--- src/design/bch_pkg.sv ---
package bch_pkg;

	localparam int WORD_BITS = 64;   // received word, bit 63 is padding
	localparam int CODE_N    = 63;
	localparam int T_MAX     = 2;

	typedef logic [$clog2(CODE_N)-1:0]  pos_t;
	typedef logic [$clog2(T_MAX+1)-1:0] num_err_t;

	typedef enum logic [1:0] {
		LOAD,
		SOLVE,
		SEARCH,
		REPORT
	} ctrl_state_t;

	// ====================
	// status beat
	// ====================
	localparam pos_t     STATUS_LOC   = '0;   // loc field of the status beat
	localparam num_err_t NUM_ERR_NONE = '0;   // count reported on failure

endpackage

--- src/design/gf_pkg.sv ---
package gf_pkg;

	localparam int GF_M = 6;
	localparam int GF_N = 2 ** GF_M - 1;                  // multiplicative order
	localparam logic [GF_M:0] GF_POLY = 7'b100_0011;     // x^6 + x + 1

	typedef logic [GF_M-1:0] gf_elem_t;

	// shift-and-add multiply, reducing by GF_POLY after each shift
	function automatic gf_elem_t gf_mul(gf_elem_t a, gf_elem_t b);
		gf_elem_t acc;
		gf_elem_t sh;
		acc = '0;
		sh  = a;
		for (int i = 0; i < GF_M; i++) begin
			if (b[i]) begin
				acc = acc ^ sh;
			end
			sh = {sh[GF_M-2:0], 1'b0} ^ (sh[GF_M-1] ? GF_POLY[GF_M-1:0] : '0);
		end
		return acc;
	endfunction

	// a^-1 = a^(2^m - 2) = a^2 * a^4 * ... * a^(2^(m-1)); zero maps to zero
	function automatic gf_elem_t gf_inv(gf_elem_t a);
		gf_elem_t sq;
		gf_elem_t r;
		sq = a;
		r  = gf_elem_t'(1);
		for (int i = 1; i < GF_M; i++) begin
			sq = gf_mul(sq, sq);
			r  = gf_mul(r, sq);
		end
		return r;
	endfunction

	function automatic gf_elem_t gf_pow_const(int e);
		gf_elem_t r;
		r = gf_elem_t'(1);
		for (int i = 0; i < e % GF_N; i++) begin
			r = gf_mul(r, gf_elem_t'(2));     // times alpha
		end
		return r;
	endfunction

endpackage
--- src/design/locator_if.sv ---
`timescale 1ns/1ps

interface locator_if;
	import gf_pkg::*;

	gf_elem_t   sigma1;   // coefficient of x
	gf_elem_t   sigma2;   // coefficient of x^2
	logic [1:0] degree;   // 0..2
	logic       fail;     // S1 zero, S3 nonzero

	modport solver (
		output sigma1, sigma2, degree, fail
	);

	modport search (
		input sigma1, sigma2, degree, fail
	);

endinterface

--- src/design/bch_decoder.sv ---
`timescale 1ns/1ps

module bch_decoder #(
	parameter int DATA_W = 8
) (
	input  logic              clk,
	input  logic              i_reset,

	input  logic              i_valid,
	input  logic [DATA_W-1:0] i_data,
	output logic              o_ready,

	input  logic              i_out_ready,
	output logic              o_out_valid,
	output logic              o_out_last,
	output logic              o_out_fail,
	output logic [5:0]        o_out_loc,
	output logic [1:0]        o_out_num_err
);
	import gf_pkg::*;
	import bch_pkg::*;

	localparam int CHUNKS = WORD_BITS / DATA_W;

	if (WORD_BITS % DATA_W != 0) begin : g_width_check
		$error("bch_decoder: DATA_W must divide the word width");
	end

	logic     count_clear;
	logic     count_en;
	logic     count_last;
	pos_t     count;
	pos_t     limit;
	logic     synd_clear;
	logic     synd_en;
	logic     solve_en;
	logic     search_start;
	logic     search_en;
	logic     report;
	logic     stall;
	logic     report_done;
	gf_elem_t s1;
	gf_elem_t s3;

	locator_if u_locator ();

	// chunk index while loading, bit position otherwise
	assign limit = o_ready ? pos_t'(CHUNKS - 1) : pos_t'(CODE_N - 1);

	// ====================
	// control
	// ====================
	bch_ctrl #(
		.CHUNKS(CHUNKS)
	) u_ctrl (
		.clk(clk),
		.i_reset(i_reset),
		.i_valid(i_valid),
		.o_ready(o_ready),
		.i_count_last(count_last),
		.i_stall(stall),
		.i_report_done(report_done),
		.o_count_clear(count_clear),
		.o_count_en(count_en),
		.o_synd_clear(synd_clear),
		.o_synd_en(synd_en),
		.o_solve_en(solve_en),
		.o_search_start(search_start),
		.o_search_en(search_en),
		.o_report(report)
	);

	step_counter u_counter (
		.clk(clk),
		.i_reset(i_reset),
		.i_clear(count_clear),
		.i_en(count_en),
		.i_limit(limit),
		.o_count(count),
		.o_last(count_last)
	);

	// ====================
	// datapath
	// ====================
	syndrome_calc #(
		.DATA_W(DATA_W)
	) u_syndrome (
		.clk(clk),
		.i_reset(i_reset),
		.i_clear(synd_clear),
		.i_en(synd_en),
		.i_data(i_data),
		.o_s1(s1),
		.o_s3(s3)
	);

	key_solver u_solver (
		.clk(clk),
		.i_reset(i_reset),
		.i_solve_en(solve_en),
		.i_s1(s1),
		.i_s3(s3),
		.loc(u_locator.solver)
	);

	chien_search u_chien (
		.clk(clk),
		.i_reset(i_reset),
		.loc(u_locator.search),
		.i_start(search_start),
		.i_en(search_en),
		.i_report(report),
		.i_pos(count),
		.o_stall(stall),
		.o_report_done(report_done),
		.i_out_ready(i_out_ready),
		.o_out_valid(o_out_valid),
		.o_out_last(o_out_last),
		.o_out_fail(o_out_fail),
		.o_out_loc(o_out_loc),
		.o_out_num_err(o_out_num_err)
	);

endmodule

--- src/design/chien_search.sv ---
`timescale 1ns/1ps

module chien_search (
	input  logic              clk,
	input  logic              i_reset,
	locator_if.search         loc,

	input  logic              i_start,
	input  logic              i_en,
	input  logic              i_report,
	input  bch_pkg::pos_t     i_pos,
	output logic              o_stall,
	output logic              o_report_done,

	input  logic              i_out_ready,
	output logic              o_out_valid,
	output logic              o_out_last,
	output logic              o_out_fail,
	output bch_pkg::pos_t     o_out_loc,
	output bch_pkg::num_err_t o_out_num_err
);
	import gf_pkg::*;
	import bch_pkg::*;

	localparam gf_elem_t STEP1 = gf_pow_const(GF_N - 1);   // alpha^-1
	localparam gf_elem_t STEP2 = gf_pow_const(GF_N - 2);   // alpha^-2

	logic     use_loc;      // first step takes sigma straight from the solver
	gf_elem_t term1_q;
	gf_elem_t term2_q;
	gf_elem_t term1;
	gf_elem_t term2;
	logic     is_root;
	num_err_t root_cnt;
	logic     word_fail;
	logic     load_loc;
	logic     load_status;

	assign term1   = use_loc ? loc.sigma1 : term1_q;
	assign term2   = use_loc ? loc.sigma2 : term2_q;
	assign is_root = ((term1 ^ term2) == gf_elem_t'(1));   // 1 + t1 + t2 == 0

	assign o_stall       = o_out_valid && !i_out_ready;
	assign o_report_done = o_out_valid && o_out_last && i_out_ready;
	assign load_loc      = i_en && is_root;
	assign load_status   = i_report && !o_stall && !(o_out_valid && o_out_last);
	assign word_fail     = loc.fail || (root_cnt != loc.degree);

	always_ff @(posedge clk) begin
		if (i_reset) begin
			use_loc  <= 1'b0;
			root_cnt <= '0;
		end else if (i_start) begin
			use_loc  <= 1'b1;
			root_cnt <= '0;
		end else if (i_en) begin
			use_loc  <= 1'b0;
			if (is_root) begin
				root_cnt <= root_cnt + 1'b1;
			end
		end
	end

	always_ff @(posedge clk) begin
		if (i_en) begin
			term1_q <= gf_mul(term1, STEP1);
			term2_q <= gf_mul(term2, STEP2);
		end
	end

	// ====================
	// output beat
	// ====================
	always_ff @(posedge clk) begin
		if (i_reset) begin
			o_out_valid <= 1'b0;
			o_out_last  <= 1'b0;
		end else if (load_loc || load_status) begin
			o_out_valid <= 1'b1;
			o_out_last  <= load_status;
		end else if (i_out_ready) begin
			o_out_valid <= 1'b0;
		end
	end

	always_ff @(posedge clk) begin
		if (load_loc) begin
			o_out_loc     <= i_pos;          // root found one cycle ago
			o_out_fail    <= 1'b0;
			o_out_num_err <= NUM_ERR_NONE;
		end else if (load_status) begin
			o_out_loc     <= STATUS_LOC;
			o_out_fail    <= word_fail;
			o_out_num_err <= word_fail ? NUM_ERR_NONE : loc.degree;
		end
	end

	beat_stable: assert property (@(posedge clk) disable iff (i_reset)
		o_stall |=> o_out_valid && $stable({o_out_loc, o_out_last, o_out_fail, o_out_num_err}));

	// control must freeze the sweep while a beat waits
	no_step_in_stall: assert property (@(posedge clk) disable iff (i_reset)
		i_en |-> !o_stall);

endmodule

--- src/design/key_solver.sv ---
`timescale 1ns/1ps

module key_solver (
	input  logic             clk,
	input  logic             i_reset,
	input  logic             i_solve_en,
	input  gf_pkg::gf_elem_t i_s1,
	input  gf_pkg::gf_elem_t i_s3,
	locator_if.solver        loc
);
	import gf_pkg::*;

	gf_elem_t   s1_sq;
	gf_elem_t   s1_cube;
	gf_elem_t   s3_div;     // S3 / S1
	gf_elem_t   sigma1_d;
	gf_elem_t   sigma2_d;
	logic [1:0] degree_d;
	logic       fail_d;

	assign s1_sq   = gf_mul(i_s1, i_s1);
	assign s1_cube = gf_mul(s1_sq, i_s1);
	assign s3_div  = gf_mul(i_s3, gf_inv(i_s1));

	// Peterson solution for t = 2
	always_comb begin
		sigma1_d = i_s1;
		sigma2_d = '0;
		degree_d = 2'd0;
		fail_d   = 1'b0;
		if (i_s1 == '0 && i_s3 == '0) begin
			degree_d = 2'd0;                  // clean word
		end else if (i_s3 == s1_cube) begin
			degree_d = 2'd1;                  // single error at S1
		end else if (i_s1 != '0) begin
			degree_d = 2'd2;
			sigma2_d = s1_sq ^ s3_div;        // X1 * X2
		end else begin
			fail_d   = 1'b1;                  // more than two errors
		end
	end

	always_ff @(posedge clk) begin
		if (i_reset) begin
			loc.degree <= 2'd0;
			loc.fail   <= 1'b0;
		end else if (i_solve_en) begin
			loc.degree <= degree_d;
			loc.fail   <= fail_d;
		end
	end

	always_ff @(posedge clk) begin
		if (i_solve_en) begin
			loc.sigma1 <= sigma1_d;
			loc.sigma2 <= sigma2_d;
		end
	end

endmodule

--- src/design/syndrome_calc.sv ---
`timescale 1ns/1ps

module syndrome_calc #(
	parameter int DATA_W = 8
) (
	input  logic              clk,
	input  logic              i_reset,
	input  logic              i_clear,
	input  logic              i_en,
	input  logic [DATA_W-1:0] i_data,
	output gf_pkg::gf_elem_t  o_s1,
	output gf_pkg::gf_elem_t  o_s3
);
	import gf_pkg::*;

	localparam gf_elem_t SHIFT_S1 = gf_pow_const(DATA_W);       // alpha^W
	localparam gf_elem_t SHIFT_S3 = gf_pow_const(3 * DATA_W);   // alpha^3W

	logic              first;    // next chunk holds bit 63
	logic [DATA_W-1:0] chunk;
	gf_elem_t          s1_next;
	gf_elem_t          s3_next;

	// Horner step: earlier chunks sit at higher powers
	always_comb begin
		chunk = i_data;
		if (first) begin
			chunk[DATA_W-1] = 1'b0;   // drop padding bit
		end
		s1_next = gf_mul(o_s1, SHIFT_S1);
		s3_next = gf_mul(o_s3, SHIFT_S3);
		for (int j = 0; j < DATA_W; j++) begin
			if (chunk[j]) begin
				s1_next = s1_next ^ gf_pow_const(j);
				s3_next = s3_next ^ gf_pow_const(3 * j);
			end
		end
	end

	always_ff @(posedge clk) begin
		if (i_reset || i_clear) begin
			o_s1  <= '0;
			o_s3  <= '0;
			first <= 1'b1;
		end else if (i_en) begin
			o_s1  <= s1_next;
			o_s3  <= s3_next;
			first <= 1'b0;
		end
	end

endmodule

--- src/design/step_counter.sv ---
`timescale 1ns/1ps

module step_counter (
	input  logic          clk,
	input  logic          i_reset,
	input  logic          i_clear,
	input  logic          i_en,
	input  bch_pkg::pos_t i_limit,
	output bch_pkg::pos_t o_count,
	output logic          o_last
);

	assign o_last = (o_count == i_limit);

	always_ff @(posedge clk) begin
		if (i_reset || i_clear) begin
			o_count <= '0;
		end else if (i_en) begin
			o_count <= o_last ? '0 : o_count + 1'b1;   // wrap at the limit
		end
	end

	// limit is switched by the top level between phases
	count_in_range: assert property (@(posedge clk) disable iff (i_reset)
		o_count <= i_limit);

endmodule

--- src/design/bch_ctrl.sv ---
`timescale 1ns/1ps

module bch_ctrl #(
	parameter int CHUNKS = 8
) (
	input  logic clk,
	input  logic i_reset,

	input  logic i_valid,
	output logic o_ready,

	input  logic i_count_last,
	input  logic i_stall,
	input  logic i_report_done,

	output logic o_count_clear,
	output logic o_count_en,
	output logic o_synd_clear,
	output logic o_synd_en,
	output logic o_solve_en,
	output logic o_search_start,
	output logic o_search_en,
	output logic o_report
);
	import bch_pkg::*;

	ctrl_state_t state;
	ctrl_state_t state_next;
	logic        accept;

	// the chunk index has to fit the shared counter
	if (CHUNKS < 1 || CHUNKS > 2 ** $bits(pos_t)) begin : g_chunks_check
		$error("bch_ctrl: CHUNKS out of range");
	end

	always_comb begin
		state_next = state;
		case (state)
			LOAD: begin
				if (accept && i_count_last) begin
					state_next = SOLVE;      // last chunk of the word
				end
			end
			SOLVE: begin
				state_next = SEARCH;         // single cycle
			end
			SEARCH: begin
				if (i_count_last && !i_stall) begin
					state_next = REPORT;     // position 62 evaluated
				end
			end
			REPORT: begin
				if (i_report_done) begin
					state_next = LOAD;
				end
			end
			default: state_next = LOAD;
		endcase
	end

	always_ff @(posedge clk) begin
		if (i_reset) begin
			state <= LOAD;
		end else begin
			state <= state_next;
		end
	end

	assign o_ready        = (state == LOAD);
	assign accept         = o_ready && i_valid;
	assign o_synd_en      = accept;
	assign o_solve_en     = (state == SOLVE);
	assign o_search_start = (state == SOLVE);   // arms the term registers
	assign o_search_en    = (state == SEARCH) && !i_stall;
	assign o_report       = (state == REPORT);
	assign o_synd_clear   = o_report && i_report_done;   // entry to LOAD
	assign o_count_clear  = o_solve_en || o_synd_clear;
	assign o_count_en     = accept || o_search_en;

	ready_vs_report: assert property (@(posedge clk) disable iff (i_reset)
		!(o_ready && o_report));

endmodule

--- config.mk ---
export PLATFORM = sky130hd
export DESIGN_NAME = bch_decoder
export DESIGN_NICKNAME = d
export VERILOG_FILES = /design/src/design/bch_pkg.sv /design/src/design/gf_pkg.sv /design/src/design/locator_if.sv /design/src/design/bch_decoder.sv /design/src/design/chien_search.sv /design/src/design/key_solver.sv /design/src/design/syndrome_calc.sv /design/src/design/step_counter.sv /design/src/design/bch_ctrl.sv
export SDC_FILE = /design/constraint.sdc
export NUM_CORES = 1
export LEC_CHECK = 0
export BUFFER_PORTS_ARGS = -buffer_cell sky130_fd_sc_hd__buf_2
export CORE_MARGIN = 5
export CORE_UTILIZATION = 38
export CTS_CLUSTER_SIZE = 24
export DETAILED_ROUTE_END_ITERATION = 16
export GPL_TIMING_DRIVEN = 1
export PLACE_DENSITY = 0.55
export SLEW_MARGIN = 15
export SYNTH_ARGS = -nofsm -noshare
export SYNTH_HDL_FRONTEND = slang
export SYNTH_SLANG_ARGS = --single-unit
--- constraint.sdc ---
create_clock -name clk -period 26.5 [get_ports clk]
set_input_delay 3.975 -clock clk [delete_from_list [all_inputs] [get_ports clk]]
set_output_delay 3.975 -clock clk [all_outputs]
set_load 0.005 [all_outputs]
==> impl_metrics.py, run 1 <==
metrics = {
    "global_route": {
        "grt_overflow": 0,
        "grt_start_max_net_pins": 37,
        "grt_usage": 0.179,
        "grt_pass1_wl_um": 39400,
        "antenna_found_initial": 0,
        "grt_pass1_vias": 7170,
    },
    "job": {
        "drv_cap": 0,
    },
    "timing": {
        "max_slew_margin": 0.242,
        "worst_pin_slew_ps": 1130,
        "slew_viol_final": 0,
        "post-route-min-period_ps": 13180,
        "rsz0062_at_grt": "no",
        "max_freq_mhz": 75.9,
        "setup_viol": 0,
        "fin_crit_sh": 0.497,
        "clock_skew_ps": 8.30,
        "timing.final.ws_setup_ps": 13320,
        "tns_ps": 0,
        "finalHoldViolations": 0,
    },
    "floorplanning": {
        "io_pins": 24,
        "start_util": 0.386,
        "die_area_um2": 27100,
        "die_h_um": 164,
        "core_area_um2": 23500,
        "rows": 56,
        "die_x_um": 164,
    },
    "detailed_routing": {
        "routed_wl_um": 24400,
        "first_pass_iters": 6,
        "drcViolationCount": 0,
        "antenna_left": 0,
        "vias": 7846,
        "drt_iter0_markers": 732,
        "avgViaCountPerCell": 5.53,
        "wl_per_cell_um": 17.2,
    },
    "finish": {
        "ff_latch_area_um2": 1540,
        "num-fill-cells": 2398,
        "drive_above_1_share": 0.106,
        "final_nets": 1120,
        "n_antenna_cell": 0,
        "syn_to_final_growth_pct": 6.50,
        "multi_input_area_um2": 7050,
    },
    "synthesis": {
        "synth.yosys.seq_area_share": 0.170,
        "synth_cell_types": 93,
        "syn_avg_cell_area_um2": 8.10,
        "ys.warnings.count": 0,
        "synth.ff_latch_count": 62,
        "synth_edf_count": 30,
        "synth_area_um2": 9070,
        "async_flop_share": 0,
        "ys.flop_type": "dfxtp_1",
        "syn-num-nets": 1145,
        "synthCells": 1119,
    },
    "clock_network": {
        "cts_hold_buf": 0,
        "cts_buffers": 9,
        "cts-root-buf": "clkbuf_16",
        "cts.sinks": 62,
        "cts-resized-gates": 0,
        "clockBufferDepth": 2,
        "cts.htree.levels": 3,
        "tritoncts": "yes",
        "cts_setup_buffers": 0,
        "clock_latency_ps": 320,
        "clk_pin_slew_ps": 60,
    },
    "worst_setup_path": {
        "worstPathMaxFanout": 21,
        "endpoint_kind": "flop",
        "crit_type": "reg2reg",
        "worstPathRequired_ps": 26580,
        "slowest_stage": "xnor2_1",
        "cp-start-kind": "flop",
        "cpMostUsedCell": "xnor2_1",
        "worstPathArrival_ps": 13250,
        "slowest_delay_ps": 810,
    },
    "placed_design": {
        "pre_cts_ws_ps": 13630,
        "portBuffers": 23,
        "gp_congestion": 0.848,
        "place.detailed.hpwl_um": 17500,
    },
    "hold_path": {
        "min_path_type": "reg2reg",
    },
    "outcome": {
        "outcome": "complete, no violations",
    },
}
[critical path, delay by kind of cell (launching register included)]
family,cells,cell delay [ps]
XOR/XNOR,14,5800
adder cells (fa/ha/maj),4,1970
AND/OR/NAND/NOR,8,1700
AO/OA/AOI/OAI,5,1090
buffers and inverters,3,1080
flip-flops,1,790
multiplexers,2,470
[cells in the final DEF, fill, tap and decap left out, types with 16 or more instances in the layout]
master and instances:
o21ai_0 53, edfxtp_1 30, nor2_1 92, xor2_1 41, nand4_1 17, nand2_1 149
or3_1 16, buf_4 17, nand3_1 32, nor3_1 36, xnor3_1 29, and2_1 16
dfxtp_1 32, a211oi_1 17, inv_1 33, xnor2_1 140, xnor2_2 16, buf_2 23
mux2i_1 34, a21oi_1 47
[cell usage after synthesis, types with 27 or more instances]
cell type,instances,area [um2]
edfxtp_1,30,901
nor3_1,36,180
xnor3_1,29,653
inv_1,33,124
a21oi_1,47,235
clkbuf_1,29,109
xor2_1,41,359
o21ai_0,53,265
mux2i_1,34,340
xnor2_1,143,1250
nand2_1,149,559
buf_2,27,135
dfxtp_1,32,641
nor2_1,92,345
nand3_1,32,160
[path summary, 6_finish.rpt]
| kind | cells past startpoint | startpoint | end | slack, ps |
|---|---|---|---|---|
| setup / recovery | 36 | u_syndrome.o_s1[0] | u_solver.loc.sigma2[0] | 13320 |
| hold / removal | 1 | u_syndrome.first | u_syndrome.first | 460 |
| setup reg to reg | 36 | u_syndrome.o_s1[0] | u_solver.loc.sigma2[0] | 13320 |
| hold reg to reg | 1 | u_syndrome.first | u_syndrome.first | 460 |
[stage by stage]
| step | hold WS, ps | area [um2] | utilization | cells |
|---|---|---|---|---|
| after floorplan | 403 | 9070 | - | 1119 |
| final | 463 | 9660 | 0.411 | 1418 |
| after CTS | 460 | 9650 | 0.411 | 1418 |
| after global placement | 437 | 9370 | 0.399 | 1402 |
| after detailed placement | 447 | 9370 | 0.399 | 1402 |
| after global routing | 497 | 9660 | 0.411 | 1418 |
[final cells by class]
| class | count | share of cell area |
|---|---|---|
| well taps | 319 | 0.0413 |
| repair buffers | 40 | 0.0251 |
| inverters | 38 | 0.0148 |
| clock inverters | 5 | 0.00324 |
| flip-flops and latches | 62 | 0.160 |
| clock buffers | 11 | 0.0263 |
| multi-input cells | 943 | 0.730 |
[kinds of logic after synthesis]
kind of cell / share of synthesized area
AO/OA/AOI/OAI: 0.187
XOR/XNOR: 0.311
adder cells (fa/ha/maj): 0.0193
buffers and inverters: 0.0555
flip-flops: 0.170
multiplexers: 0.0462
AND/OR/NAND/NOR: 0.212
[flip-flops by register name, indices dropped and copies added (netlist names)]
register               cells
u_chien.o_out_fail         1
u_chien.o_out_last         1
u_chien.o_out_loc          6
u_chien.o_out_num_err      2
u_chien.o_out_valid        1
u_chien.root_cnt           2
u_chien.term1_q            6
u_chien.term2_q            6
u_chien.use_loc            1
u_counter.o_count          6
u_ctrl.state               2
u_solver.loc.degree        2
u_solver.loc.fail          1
u_solver.loc.sigma1        6
u_solver.loc.sigma2        6
u_syndrome.first           1
u_syndrome.o_s1            6
u_syndrome.o_s3            6
[layer usage]
| layer | track usage | wire length [um] | part of all wire | up-vias |
|---|---|---|---|---|
| li1 | - | - | - | 3911 |
| met1 | 0.271 | 12100 | 0.50 | 3718 |
| met2 | 0.275 | 10800 | 0.44 | 189 |
| met3 | 0.0265 | 1250 | 0.051 | 28 |
| met4 | 0.0257 | 269 | 0.011 | 0 |
| met5 | 0 | 0 | 0 | - |
Power of run 1 is not shown: default switching activity piles up to over one toggle a cycle in this logic, so the estimate is an artifact.
==> run 2, diff against run 1 <==
--- a/config.mk
+++ b/config.mk
@@ -5,13 +5,14 @@
 export SDC_FILE = /design/constraint.sdc
 export NUM_CORES = 1
 export LEC_CHECK = 0
+export ABC_AREA = 1
 export BUFFER_PORTS_ARGS = -buffer_cell sky130_fd_sc_hd__buf_2
 export CORE_MARGIN = 5
 export CORE_UTILIZATION = 38
 export CTS_CLUSTER_SIZE = 24
 export DETAILED_ROUTE_END_ITERATION = 16
 export GPL_TIMING_DRIVEN = 1
-export PLACE_DENSITY = 0.55
+export PLACE_DENSITY = 0.57
 export SLEW_MARGIN = 15
 export SYNTH_ARGS = -nofsm -noshare
 export SYNTH_HDL_FRONTEND = slang
==> constraint.sdc (replaced) <==
create_clock -name clk -period 10.6 [get_ports clk]
set_input_delay 1.59 -clock clk [delete_from_list [all_inputs] [get_ports clk]]
set_output_delay 1.59 -clock clk [all_outputs]
set_load 0.005 [all_outputs]
==> impl_metrics.py, run 2 <==
metrics = {
    "timing": {
        "rsz0062_at_grt": "no",
        "tns_ps": 0,
        "max_freq_mhz": 117,
        "clock_skew_ps": 4.00,
        "finalHoldViolations": 0,
        "max_slew_margin": 0.359,
        "worst_pin_slew_ps": 958,
        "hold_slack_ps": 455,
        "fin_crit_sh": 0.807,
        "slew_viol_final": 0,
        "setup_viol": 0,
        "post-route-min-period_ps": 8560,
    },
    "worst_setup_path": {
        "cpMostUsedCell": "nand2_1",
        "reg2regPathDepth": 41,
        "crit_type": "reg2reg",
        "worstPathArrival_ps": 8630,
        "cp-start-kind": "flop",
        "worstPathMaxFanout": 17,
        "slowest_stage": "dfxtp_1",
        "endpoint_kind": "flop",
        "slowest_delay_ps": 680,
        "worstPathRequired_ps": 10670,
    },
    "placed_design": {
        "gp_congestion": 0.890,
        "portBuffers": 23,
        "place.detailed.hpwl_um": 19600,
    },
    "finish": {
        "multi_input_area_um2": 6780,
        "layout_common_cells": "618 x nand2_1, 232 x nand3_1, 181 x inv_1, 112 x nor2_1, 64 x nand2_2",
        "syn_to_final_growth_pct": 5.37,
        "n_antenna_cell": 0,
        "ff_latch_area_um2": 1540,
        "drive_above_1_share": 0.123,
        "layout_commonest_cell": "nand2_1",
        "num-fill-cells": 2708,
        "final_nets": 1681,
    },
    "synthesis": {
        "async_flop_share": 0,
        "synth_commonest_cells": "618 x nand2_1, 232 x nand3_1, 181 x inv_1, 112 x nor2_1, 64 x nand2_2",
        "ys.flop_type": "dfxtp_1",
        "synth_cell_types": 51,
        "syn-num-nets": 1684,
        "synth.yosys.seq_area_share": 0.163,
        "synth_area_um2": 9480,
        "synth.most_common_cell": "nand2_1",
        "synthCells": 1658,
        "synth_top_area_share": 0.245,
        "syn_avg_cell_area_um2": 5.72,
        "synth_edf_count": 30,
        "synth_top_area_cell": "nand2_1",
        "ys.warnings.count": 0,
        "synthTopCellsByArea": "nand2_1 24%, nand3_1 12%, edfxtp_1 9.5%",
        "synth.ff_latch_count": 62,
    },
    "clock_network": {
        "cts.htree.levels": 3,
        "tritoncts": "yes",
        "cts-resized-gates": 0,
        "cts.sinks": 62,
        "cts_hold_buf": 0,
        "cts_setup_buffers": 0,
        "clk_pin_slew_ps": 50,
        "cts_buffers": 9,
        "clockBufferDepth": 2,
        "clock_latency_ps": 320,
        "cts-root-buf": "clkbuf_16",
    },
    "detailed_routing": {
        "wl_per_cell_um": 12.7,
        "vias": 9725,
        "avgViaCountPerCell": 4.90,
        "first_pass_iters": 5,
        "antenna_left": 0,
        "drcViolationCount": 0,
        "drt_iter0_markers": 706,
        "routed_wl_um": 25200,
    },
    "global_route": {
        "grt_start_max_net_pins": 24,
        "grt_usage": 0.176,
        "grt_pass1_wl_um": 42700,
        "grt_overflow": 0,
        "grt_pass1_vias": 8747,
        "antenna_found_initial": 0,
    },
    "floorplanning": {
        "die_h_um": 168,
        "start_util": 0.387,
        "die_x_um": 168,
        "die_area_um2": 28200,
        "core_area_um2": 24500,
        "rows": 57,
        "io_pins": 24,
    },
    "job": {
        "drv_cap": 0,
    },
    "hold_path": {
        "min_path_cells": 2,
        "min_path_type": "reg2reg",
    },
    "outcome": {
        "outcome": "complete, no violations",
    },
}
[run 2: cells by family after synthesis]
logic type / synth area share
XOR/XNOR: 0.104
buffers and inverters: 0.122
adder cells (fa/ha/maj): 0.0185
flip-flops: 0.163
AO/OA/AOI/OAI: 0.0581
AND/OR/NAND/NOR: 0.533
multiplexers: 0.00211
[run 2: stage by stage]
stage / worst slack, ps / utilization / cell area (um2) / std cells
after CTS: 2030 / 0.408 / 9990 / 1984
final: 2040 / 0.408 / 9990 / 1984
after detailed placement: 2080 / 0.397 / 9720 / 1968
after global placement: 2280 / 0.397 / 9720 / 1968
after floorplan: 3950 / - / 9480 / 1658
after global routing: 1220 / 0.408 / 9990 / 1984
[run 2: worst paths after layout]
kind	start	end	slack, ps
setup / recovery	u_syndrome.o_s1[5]	u_solver.loc.sigma2[5]	2040
hold / removal	u_chien.o_out_fail	u_chien.o_out_fail	450
setup reg to reg	u_syndrome.o_s1[5]	u_solver.loc.sigma2[5]	2040
hold reg to reg	u_chien.o_out_fail	u_chien.o_out_fail	450
[run 2: layout make-up]
type,count,area share
multi-input combinational,1329,0.679
sequential,62,0.154
inverter,230,0.0879
tap,324,0.0406
clock buffer,12,0.0247
timing repair buffer,23,0.0115
clock inverter,4,0.00213
[run 2: metal layers]
layer  up-vias  wire length [um]  global-route usage
met5         -                 0                   0
met4         0               280              0.0381
met3        21               741              0.0124
met2       169             11600               0.295
met1      4312             12600               0.250
li1       5223                 -                   -
[run 2: critical path, delay by kind of cell, from the launching register on]
family / cells / cell delay [ps]
AO/OA/AOI/OAI: 3 / 380
XOR/XNOR: 4 / 1300
adder cells (fa/ha/maj): 5 / 2230
buffers and inverters: 7 / 1170
flip-flops: 1 / 680
AND/OR/NAND/NOR: 22 / 2520
Power of run 2 is left out for the same reason.
==> run 3, diff against run 2 <==
--- a/config.mk
+++ b/config.mk
@@ -12,7 +12,7 @@
 export CTS_CLUSTER_SIZE = 24
 export DETAILED_ROUTE_END_ITERATION = 16
 export GPL_TIMING_DRIVEN = 1
-export PLACE_DENSITY = 0.57
+export PLACE_DENSITY = 0.55
 export SLEW_MARGIN = 15
 export SYNTH_ARGS = -nofsm -noshare
 export SYNTH_HDL_FRONTEND = slang
==> constraint.sdc (replaced) <==
create_clock -name clk -period 8.4 [get_ports clk]
set_input_delay 1.26 -clock clk [delete_from_list [all_inputs] [get_ports clk]]
set_output_delay 1.26 -clock clk [all_outputs]
set_load 0.005 [all_outputs]
==> impl_metrics.py, run 3 (synthesis gave the netlist of run 2 again) <==
metrics = {
    "outcome": {
        "outcome": "complete, no violations",
    },
    "floorplanning": {
        "core_area_um2": 24500,
        "die_h_um": 168,
        "rows": 57,
        "die_x_um": 168,
        "die_area_um2": 28200,
        "io_pins": 24,
        "start_util": 0.387,
    },
    "clock_network": {
        "cts_buffers": 9,
        "clk_pin_slew_ps": 50,
        "cts-root-buf": "clkbuf_16",
        "cts.htree.levels": 3,
        "tritoncts": "yes",
        "cts.sinks": 62,
        "clock_latency_ps": 320,
        "clockBufferDepth": 2,
    },
    "timing": {
        "rsz0062_at_grt": "no",
        "max_freq_mhz": 132,
        "finalHoldViolations": 0,
        "clock_skew_ps": 10.1,
        "worst_pin_slew_ps": 777,
        "slew_viol_final": 0,
        "setup_viol": 0,
        "fin_crit_sh": 0.899,
        "max_slew_margin": 0.469,
        "tns_ps": 0,
        "post-route-min-period_ps": 7560,
    },
    "worst_setup_path": {
        "timing.rr.start": "u_syndrome.o_s1[5]",
        "worstPathRequired_ps": 8480,
        "worstPathArrival_ps": 7630,
        "cp-start-kind": "flop",
        "worstPathMaxFanout": 21,
        "setup.worst_path.start": "u_syndrome.o_s1[5]",
        "slowest_stage": "ha_2",
        "slowest_delay_ps": 620,
        "cpMostUsedCell": "nand2_1",
        "crit_type": "reg2reg",
        "endpoint_kind": "flop",
    },
    "finish": {
        "syn_to_final_growth_pct": 6.84,
        "layout_common_cells": "618 x nand2_1, 232 x nand3_1, 181 x inv_1, 112 x nor2_1, 64 x nand2_2",
        "layout_commonest_cell": "nand2_1",
        "drive_above_1_share": 0.130,
        "n_antenna_cell": 0,
        "multi_input_area_um2": 6780,
        "postLayoutCoreUtil": 0.414,
        "ff_latch_area_um2": 1540,
        "num-fill-cells": 2675,
        "final_nets": 1694,
    },
    "global_route": {
        "grt_start_max_net_pins": 22,
        "grt_pass1_wl_um": 43700,
        "grt_usage": 0.181,
        "antenna_found_initial": 0,
        "grt_pass1_vias": 8955,
        "grt_overflow": 0,
    },
    "detailed_routing": {
        "routed_wl_um": 25900,
        "vias": 9926,
        "drcViolationCount": 0,
        "antenna_left": 0,
        "first_pass_iters": 5,
        "drt_iter0_markers": 639,
        "wl_per_cell_um": 12.9,
        "avgViaCountPerCell": 4.97,
    },
    "hold_path": {
        "min-delay-start": "u_chien.o_out_fail",
        "min_path_type": "reg2reg",
    },
    "placed_design": {
        "place.detailed.hpwl_um": 20400,
        "gp_congestion": 0.906,
        "portBuffers": 23,
    },
    "job": {
        "drv_cap": 0,
    },
}
==> run 3: repair_timing <==
| item | in CTS | in global routing |
|---|---|---|
| resized for setup | 0 | 1 |
| buffers inserted | 0 | 0 |
| hold buffers | 0 | 0 |
| endpoints found under the setup margin | 0 | 6 |
==> run 3: stage by stage <==
stage / instances / cell area, um2 / worst slack (ps) / hold WS, ps
floorplan: 1658 / 9480 / 1750 / 409
global placement: 1981 / 9820 / 977 / 444
detailed placement: 1981 / 9820 / 764 / 450
CTS: 1997 / 10100 / 740 / 456
global route: 1997 / 10100 / 18.3 / 466
finish: 1997 / 10100 / 845 / 452
==> run 3: path summary, 6_finish.rpt <==
path | cells after the start | to | slack [ps]
worst min register to register | 2 | u_chien.o_out_fail | 450
worst max register to register | 48 | u_solver.loc.sigma2[4] | 840
worst max-delay path | 48 | u_solver.loc.sigma2[4] | 840
worst min-delay path | 2 | u_chien.o_out_fail | 450
==> run 3: per-layer routing <==
layer	global-route usage	share of wire	vias up
li1	-	-	5251
met1	0.254	0.49	4426
met2	0.305	0.45	223
met3	0.0148	0.043	26
met4	0.0374	0.014	0
met5	0	0	-
==> run 3: area by class of cell <==
| type | instances | share of cell area |
|---|---|---|
| Multi-Input combinational cell | 1329 | 0.670 |
| Sequential cell | 62 | 0.152 |
| Inverter | 230 | 0.0867 |
| Tap cell | 324 | 0.0400 |
| Clock buffer | 14 | 0.0293 |
| Timing Repair Buffer | 36 | 0.0210 |
| Clock inverter | 2 | 0.000989 |
==> run 3: worst max-delay path, delay by kind of cell (launching register included) <==
| kind | cells | cell delay [ps] |
|---|---|---|
| DFF | 1 | 360 |
| AOI/OAI and AO/OA | 3 | 550 |
| xor gates and xnor gates | 2 | 310 |
| adders and majority gates | 3 | 1320 |
| and+or+nand+nor | 34 | 4120 |
| buffers and inverters | 6 | 590 |
Power of run 3 is left out for the same reason.
